**config.mk**
```make
export PLATFORM = sky130hd
export DESIGN_NAME = soundcodec
export DESIGN_NICKNAME = d
export VERILOG_FILES = /design/src/rtl/sound_pkg.sv /design/src/rtl/sound_mix.sv /design/src/rtl/codec_serial.sv /design/src/rtl/tape_slicer.sv /design/src/rtl/soundcodec.sv
export SDC_FILE = /design/constraint.sdc
export NUM_CORES = 1
export LEC_CHECK = 0
export BUFFER_PORTS_ARGS = -buffer_cell sky130_fd_sc_hd__buf_2
export CAP_MARGIN = 40
export CORE_ASPECT_RATIO = 1.5
export CORE_MARGIN = 4
export CORE_UTILIZATION = 45
export CTS_CLUSTER_DIAMETER = 50
export CTS_CLUSTER_SIZE = 16
export DETAILED_ROUTE_END_ITERATION = 8
export PLACE_DENSITY = 0.6
export SKIP_LAST_GASP = 1
export SLEW_MARGIN = 25
export SYNTH_ARGS = -nofsm -noshare
export SYNTH_HDL_FRONTEND = slang
export SYNTH_SLANG_ARGS = --single-unit
```
**constraint.sdc**
```tcl
create_clock -name clk18 -period 3 [get_ports clk18]
set_input_delay 0.45 -clock clk18 [delete_from_list [all_inputs] [get_ports clk18]]
set_output_delay 0.45 -clock clk18 [all_outputs]
set_load 0.03 [all_outputs]
```
**src/rtl/sound_pkg.sv**
```systemverilog
// ----------------------------------------------------------
// Sound front end shared types
// Pulse inputs, codec sample and pin bundles, frame sizes
// ----------------------------------------------------------

package sound_pkg;

	// Timer channels and beeper as raw one-bit pulses
	typedef struct packed {
		logic [2:0] timer;
		logic       beeper;
	} sound_pulses_t;

	// One signed codec sample
	typedef logic signed [15:0] sample_t;

	// Unsigned PCM sample from the CPU side
	typedef logic [8:0] pcm_t;

	// Pins towards the codec
	typedef struct packed {
		logic xck;
		logic bck;
		logic lrck;
		logic adclrck;
		logic dacdat;
	} codec_pins_t;

	// Slots per frame, 16 left and 16 right
	localparam int BITS_PER_FRAME = 32;
	// clk18 cycles per frame at the default bit clock
	localparam int FRAME_CYCLES = 256;

endpackage

```
**src/rtl/sound_mix.sv**
```systemverilog
// ----------------------------------------------------------
// Sound mixer
// Four-tap moving average over the timer pulses, decimated
// to the codec frame rate, mixed with beeper and PCM
// ----------------------------------------------------------

`timescale 1ns/1ns

module sound_mix import sound_pkg::*; (
	input  logic          clk18,
	input  logic          reset,
	input  logic          frame_start,
	input  sound_pulses_t pulses,
	input  pcm_t          pcm,
	output sample_t       dac_word
);

	// ----------------------------------------------------------
	// Timer pulse filter
	// ----------------------------------------------------------

	// Active timer channels right now, 0..3
	logic [1:0] timer_cnt;
	// Tap history, index 0 is the newest
	logic [3:0][5:0] taps;
	// Sum of four taps, at most 4 * 48
	logic [7:0] sum;
	// Mixed word before the output register
	logic [15:0] mix;

	assign timer_cnt = {1'b0, pulses.timer[0]}
		+ {1'b0, pulses.timer[1]}
		+ {1'b0, pulses.timer[2]};

	// Taps and sum move only once per codec frame
	always_ff @(posedge clk18) begin
		if (reset) begin
			taps <= '0;
			sum  <= '0;
		end else if (frame_start) begin
			// Newest tap is 16 per active channel
			taps[0] <= {2'b00, timer_cnt, 2'b00} << 2;
			taps[1] <= taps[0];
			taps[2] <= taps[1];
			taps[3] <= taps[2];
			// Sum of the taps as they were before this shift
			sum <= 8'(taps[0]) + 8'(taps[1]) + 8'(taps[2]) + 8'(taps[3]);
		end
	end

	// ----------------------------------------------------------
	// Mixer
	// ----------------------------------------------------------

	// Average times 128, beeper at 8192, pcm times 32
	// Peak is 6144 + 8192 + 16352, still positive in 16 bits
	assign mix = {3'b000, sum[7:2], 7'b0000000}
		+ {2'b00, pulses.beeper, 13'b0}
		+ {2'b00, pcm, 5'b00000};

	// Beeper and pcm skip the filter and keep their edges
	always_ff @(posedge clk18) begin
		if (reset) begin
			dac_word <= '0;
		end else begin
			dac_word <= sample_t'(mix);
		end
	end

	// Filter sum stays within four full-scale taps
	sum_range_a: assert property (
		@(posedge clk18) disable iff (reset)
		sum <= 8'd192
	);

endmodule

```
**src/rtl/codec_serial.sv**
```systemverilog
// ----------------------------------------------------------
// Codec serial port
// One frame counter makes bck, lrck and frame_start
// I2S style DAC shifter and left-channel ADC capture
// ----------------------------------------------------------

`timescale 1ns/1ns

module codec_serial import sound_pkg::*; #(
	parameter int BCK_HALF = 4
) (
	input  logic        clk18,
	input  logic        reset,
	input  sample_t     dac_word,
	input  logic        adcdat,
	output codec_pins_t pins,
	output logic        frame_start,
	output sample_t     line_word,
	output logic        line_valid
);

	// ----------------------------------------------------------
	// Frame counter layout
	// ----------------------------------------------------------

	// BCK_HALF is a power of two, 2 or 4 in practice
	localparam int HB = $clog2(BCK_HALF);
	localparam int SB = $clog2(BITS_PER_FRAME);
	// Counter width, frame length is 2**CW cycles
	localparam int CW = HB + 1 + SB;
	localparam int WORD = $bits(sample_t);

	logic [CW-1:0] cnt;
	logic [SB-1:0] slot;
	logic          bck;
	logic          lrck;
	logic          bck_fall;
	logic          bck_rise;
	logic          frame_end;

	// Bit clock low half, then high half
	assign bck  = cnt[HB];
	// Left half low, right half high
	assign lrck = cnt[CW-1];
	assign slot = cnt[CW-1:HB+1];

	// Next clock edge moves bck
	assign bck_fall = &cnt[HB:0];
	assign bck_rise = (cnt[HB:0] == {1'b0, {HB{1'b1}}});

	assign frame_start = (cnt == '0);
	// One cycle before the last cycle of the frame
	assign frame_end = (cnt == {{(CW-1){1'b1}}, 1'b0});

	always_ff @(posedge clk18) begin
		if (reset) begin
			cnt <= '0;
		end else begin
			cnt <= cnt + 1'b1;
		end
	end

	// ----------------------------------------------------------
	// DAC side
	// ----------------------------------------------------------

	// Latched word, rotated so right slot repeats it
	logic [WORD-1:0] dac_sr;
	logic            dac_bit;

	always_ff @(posedge clk18) begin
		if (frame_start) begin
			dac_sr <= dac_word;
		end else if (bck_fall) begin
			dac_sr <= {dac_sr[WORD-2:0], dac_sr[WORD-1]};
		end
	end

	// MSB lands one bit clock after lrck moves
	always_ff @(posedge clk18) begin
		if (reset) begin
			dac_bit <= 1'b0;
		end else if (bck_fall) begin
			dac_bit <= dac_sr[WORD-1];
		end
	end

	assign pins = '{
		xck:     clk18,
		bck:     bck,
		lrck:    lrck,
		adclrck: lrck,
		dacdat:  dac_bit
	};

	// ----------------------------------------------------------
	// ADC side
	// ----------------------------------------------------------

	sample_t adc_sr;

	// Left word sits in slots 1 to 16
	always_ff @(posedge clk18) begin
		if (bck_rise && slot != '0 && slot <= SB'(WORD)) begin
			adc_sr <= {adc_sr[WORD-2:0], adcdat};
		end
	end

	always_ff @(posedge clk18) begin
		if (frame_end) begin
			line_word <= adc_sr;
		end
	end

	// High in the last cycle of every frame
	always_ff @(posedge clk18) begin
		if (reset) begin
			line_valid <= 1'b0;
		end else begin
			line_valid <= frame_end;
		end
	end

	// Word select moves only together with a falling bit clock
	lrck_edge_a: assert property (
		@(posedge clk18) disable iff (reset)
		$changed(lrck) |-> $fell(bck)
	);

	// Frame boundary strobes never overlap
	strobe_excl_a: assert property (
		@(posedge clk18) disable iff (reset)
		!(frame_start && line_valid)
	);

endmodule

```
**src/rtl/tape_slicer.sv**
```systemverilog
// ----------------------------------------------------------
// Tape input slicer
// Line-in level to tape bit, comparator with hysteresis
// ----------------------------------------------------------

`timescale 1ns/1ns

module tape_slicer import sound_pkg::*; #(
	parameter int HYST = 4
) (
	input  logic    clk18,
	input  logic    reset,
	input  sample_t line_word,
	input  logic    line_valid,
	output logic    tapein
);

	// Thresholds around the 128 midpoint
	localparam logic [7:0] LEVEL_HI = 8'(128 + HYST);
	localparam logic [7:0] LEVEL_LO = 8'(128 - HYST);

	// Offset binary, 0..255
	logic [7:0] level;

	assign level = {~line_word[15], line_word[14:8]};

	// Set above, clear below, hold in between
	always_ff @(posedge clk18) begin
		if (reset) begin
			tapein <= 1'b0;
		end else if (line_valid) begin
			if (level > LEVEL_HI) begin
				tapein <= 1'b1;
			end else if (level < LEVEL_LO) begin
				tapein <= 1'b0;
			end
		end
	end

	// Tape bit moves only right after a captured frame
	tape_update_a: assert property (
		@(posedge clk18) disable iff (reset)
		$changed(tapein) |-> $past(line_valid)
	);

endmodule

```
**src/rtl/soundcodec.sv**
```systemverilog
// ----------------------------------------------------------
// Sound codec front end
// Mixer to codec serial port, line-in to tape bit
// ----------------------------------------------------------

`timescale 1ns/1ns

module soundcodec import sound_pkg::*; #(
	parameter int HYST     = 4,
	parameter int BCK_HALF = 4
) (
	input  logic          clk18,
	input  logic          reset,
	input  sound_pulses_t pulses,
	input  pcm_t          pcm,
	input  logic          adcdat,
	output codec_pins_t   pins,
	output logic          tapein
);

	// Decimation enable from the frame counter
	logic    frame_start;
	// Mixed word towards the DAC
	sample_t dac_word;
	// Left ADC word and its strobe
	sample_t line_word;
	logic    line_valid;

	sound_mix mix0 (
		.clk18       (clk18),
		.reset       (reset),
		.frame_start (frame_start),
		.pulses      (pulses),
		.pcm         (pcm),
		.dac_word    (dac_word)
	);

	codec_serial #(
		.BCK_HALF (BCK_HALF)
	) serial0 (
		.clk18       (clk18),
		.reset       (reset),
		.dac_word    (dac_word),
		.adcdat      (adcdat),
		.pins        (pins),
		.frame_start (frame_start),
		.line_word   (line_word),
		.line_valid  (line_valid)
	);

	tape_slicer #(
		.HYST (HYST)
	) slicer0 (
		.clk18      (clk18),
		.reset      (reset),
		.line_word  (line_word),
		.line_valid (line_valid),
		.tapein     (tapein)
	);

endmodule

```
-- Yosys cells after proc, flatten, opt, wreduce, memory -nomap -nowiden
Index checks and enable logic that the tools add are counted.
- register bits after elaboration: 91
- bits of input ports: 16
- output and inout port bits: 6
- logic and storage cells: 39
- add/sub/neg operators: 8
- magnitude comparators: 3
- eq/ne operators: 2
- multiplexer cells: 4
- bitwise gates (word level): 1
- reductions and logical operators: 8
- operators by type and width (operator ; number):
    2-to-1 mux 16 bit ; 2
    adder 16 x 14 -> 16 bit ; 1
    adder 8 x 6 -> 8 bit ; 2
    adder 13 x 14 -> 15 bit ; 1
    adder 8 x 1 -> 8 bit (second input constant) ; 1
    == test 8 bit (second input constant) ; 1
    greater-than comparator 8 bit (second input constant) ; 1
    logical NOT 8 bit ; 1
    less-than comparator 8 x 7 -> 1 bit (second input constant) ; 1
    adder 6 x 6 -> 7 bit ; 1
    less-or-equal comparator 5 bit (second input constant) ; 1
    nonzero test 5 bit ; 1
    nonzero test 2 bit ; 2
    == test 3 x 2 -> 1 bit (second input constant) ; 1
    AND reduction 3 bit ; 1
    adder 1 x 1 -> 2 bit ; 1
    adder 2 x 1 -> 2 bit ; 1
    logical AND 1 bit ; 2
    2-to-1 mux 1 bit ; 2
    AND reduction 2 bit ; 1
    NOT 1 bit ; 1

-- Longest topological paths before layout
- depth after elaboration: 4
- mapped depth: 9

-- Modules after synthesis
A second synthesis with hierarchy kept.
- cell total of the unflattened synthesis: 234
- area total of the unflattened synthesis: 3352.0 um^2
- by module, submodules not included (module ; times used ; cells an instance ; area an instance (um^2)):
    codec_serial ; 1 ; 123 ; 2208.4
    sound_mix ; 1 ; 100 ; 1061.0
    tape_slicer ; 1 ; 11 ; 82.6

==> metrics.cfg <==
[floorplanning]
start_util = 0.463
dieArea_sq_mm = 0.00808
die_h_um = 108
io_pins = 22
coreArea_sq_mm = 0.00649
die-width_um = 74.7
rows = 36

[sta]
slew_headroom = 0.501
tns_ns = 0
period_share = 0.831
tightest_slew_ns = 0.749
hold_violations = 0
finalSetupViolCount = 0
max_clock_freq_mhz = 401
fin_crit_ns = 2.49
rsz0062_at_grt = false
finClkSkew_ns = 0.00859
finalMaxSlewViolations = 0

[logic_synthesis]
synth_nets = 266
yosysTopAreaCell = edfxtp_1
synthAdderAreaFrac = 0.0899
synth_top_family_by_area = simple AND/OR/NAND/NOR gates
synth_mux_area_frac = 0.0483
syn_inst = 232
synth_most_common_cell = edfxtp_1
ys_ff_latch = 73
synth_area_leaders = edfxtp_1 40%, dfxtp_1 22%, ha_1 5.0%
syn_area_sq_mm = 0.00301
synth_area_per_cell_sq_um = 13.0
seq_area_frac_synth = 0.619
synth_cell_types = 37
ys_warn_count = 0
synth.top_cells.by_count = 40 x edfxtp_1, 33 x dfxtp_1, 18 x nand3_1, 17 x a21oi_1, 16 x o21ai_0
synth_edf_count = 40
synth-xor-area-share = 0.0117
synth_compound_area_frac = 0.0745
yosys.area_share.simple = 0.117
yosysTopAreaCellShare = 0.400
synth-main-ff-cell = edfxtp_1
ys_async_sr_fraction = 0

[detailed_routing]
drc = 0
ant_nets = 0
wl_mm = 4.72
wire_per_inst_um = 14.0
drtIter0Drc = 80
viasPerCell = 5.18
drt_first_pass_iters = 4
num_vias = 1747

[setup_path]
reg2reg_slack_ns = 0.51
crit_required_ns = 3.37
critPathKind = flip-flop to flip-flop
r2r_end = mix0.sum[6]$_SDFFE_PP0P_
r2r_start = mix0.taps[4]$_SDFFE_PP0P_
cp.arrival_ns = 2.87
worstSetupStartpointType = flip-flop
setup.worst_path.end_class = flip-flop
reg2reg_depth = 9
worstPathMaxFanout = 3

[layout]
syn_to_final_growth_pct = 12.7
fin_nets = 290
finalNonFillerCells = 337
drive_gt1_frac = 0.218
final_core_util = 0.522
n_antenna_cell = 0

[power_and_ir_drop]
power.density_mw_per_mm2 = 660
peakVddDrop_v = 0.000573
p_leak_nw = 1.31

[hold_path]
hold_end = serial0.adc_sr[0]$_DFFE_PP_
hp-start = adcdat
min_path_cells = 1
min_path_type = input pin to flip-flop

[global_route]
grt_pass1_wl_mm = 8.06
grt_overflow = 0
track_usage = 0.137
grt_pass1_vias = 1773
antenna_found_initial = 0
grt_max_degree = 35

[place]
gp_congestion = 0.735
hpwlAfterDp_mm = 3.07
dp_cells = 317
io_buffers = 21

[clock_network]
cts_tree = yes
hold_buffers = 0
clk_pin_slew_ns = 0.07
clkLatencyLatePin_ns = 0.45
cts_resized = 0
post-cts-setup-buffers = 0

[job]
maxCapViolations = 0

[status]
outcome = finished, final reports clean

==> layout make-up <==
| class | instances | area (sq um) |
|---|---|---|
| Clock buffer | 15 | 188 |
| Sequential cell | 73 | 1860 |
| Inverter | 10 | 37.5 |
| Fill cell | 595 | 3100 |
| Tap cell | 76 | 95.1 |
| Clock inverter | 5 | 55.1 |
| Multi-Input combinational cell | 135 | 1030 |
| Timing Repair Buffer | 23 | 123 |
==> registers in the layout (all words and copies together) (netlist names) <==
signal              count
serial0.dac_sr         16
serial0.line_valid      1
mix0.taps               8
serial0.cnt             8
mix0.sum                4
slicer0.tapein          1
serial0.adc_sr         16
serial0.dac_bit         1
mix0.dac_word          10
serial0.line_word       8
==> critical path, stage by stage, from the launching register on <==
cell and delay, ns:
dfxtp_1 0.33, ha_1 0.21, fa_1 0.48, inv_1 0.05
fa_1 0.47, inv_1 0.04, ha_1 0.20, fa_1 0.47
nand3_1 0.07, a21oi_1 0.12
==> how the worst max path moves through the flow <==
stage / from / endpoint / slack [ns] / cells past startpoint
finish: mix0.taps[4]$_SDFFE_PP0P_ / mix0.sum[6]$_SDFFE_PP0P_ / 0.51 / 9
global placement: serial0.cnt[0]$_SDFF_PP0_ / serial0.dac_sr[8]$_DFFE_PP_ / 0.44 / 5
global route: mix0.taps[4]$_SDFFE_PP0P_ / mix0.sum[6]$_SDFFE_PP0P_ / 0.41 / 9
CTS: serial0.cnt[0]$_SDFF_PP0_ / serial0.dac_sr[9]$_DFFE_PP_ / 0.36 / 5
floorplan: mix0.taps[4]$_SDFFE_PP0P_ / mix0.sum[6]$_SDFFE_PP0P_ / 0.59 / 9
detailed placement: serial0.cnt[0]$_SDFF_PP0_ / serial0.dac_sr[7]$_DFFE_PP_ / 0.38 / 5
==> layout by cell type, fill, tap and decap left out, types with 2 or more instances in the layout <==
cell type / netlist / layout
xnor2_1: 2 / 2
or3_1: 3 / 3
mux2_2: 8 / 8
buf_4: 5 / 3
nand2_1: 3 / 3
nor2b_1: 8 / 8
buf_2: 1 / 21
a21oi_1: 17 / 17
dfxtp_1: 33 / 33
nor3_1: 2 / 2
a21o_1: 2 / 2
edfxtp_1: 40 / 40
o21ai_0: 16 / 16
and2_1: 8 / 8
nor2_1: 11 / 11
mux2_4: 3 / 3
xor2_1: 2 / 2
fa_1: 6 / 6
inv_1: 10 / 10
ha_1: 12 / 12
nand3_1: 18 / 18
clkbuf_8: 0 / 13
==> report_power, final <==
part / internal [W] / leakage [nW] / switching [W]
Combinational: 0.0000861 / 0.536 / 0.0000939
Clock: 0.000498 / 0.122 / 0.000404
Sequential: 0.00113 / 0.647 / 0.0000244
Total: 0.00171 / 1.31 / 0.000522
==> layer usage <==
layer,wire [um],track usage
met5,0,0
met4,77,0.0827
met3,211,0.0549
met2,2340,0.205
met1,2080,0.164
==> cells by family (layout without fill, tap and decap cells) <==
kind of cell / count (synthesis) / after routing
flops: 73 / 73
simple gates: 61 / 61
compound gates: 40 / 40
buf+inv: 24 / 53
fa+ha+maj: 18 / 18
mux: 12 / 12
xor+xnor: 4 / 4
==> stage by stage <==
step	total power, W	setup WS [ns]	cell area [sq um]	hold WS (ns)
2_1_floorplan	0.00136	0.585	3010	0.400
3_3_place_gp	0.00139	0.441	3140	0.401
3_5_place_dp	0.00140	0.385	3140	0.408
4_1_cts	0.00227	0.357	3380	0.157
5_1_grt	0.00234	0.407	3390	0.159
6_report	0.00223	0.506	3390	0.176
(Power assumes the default switching activity.)
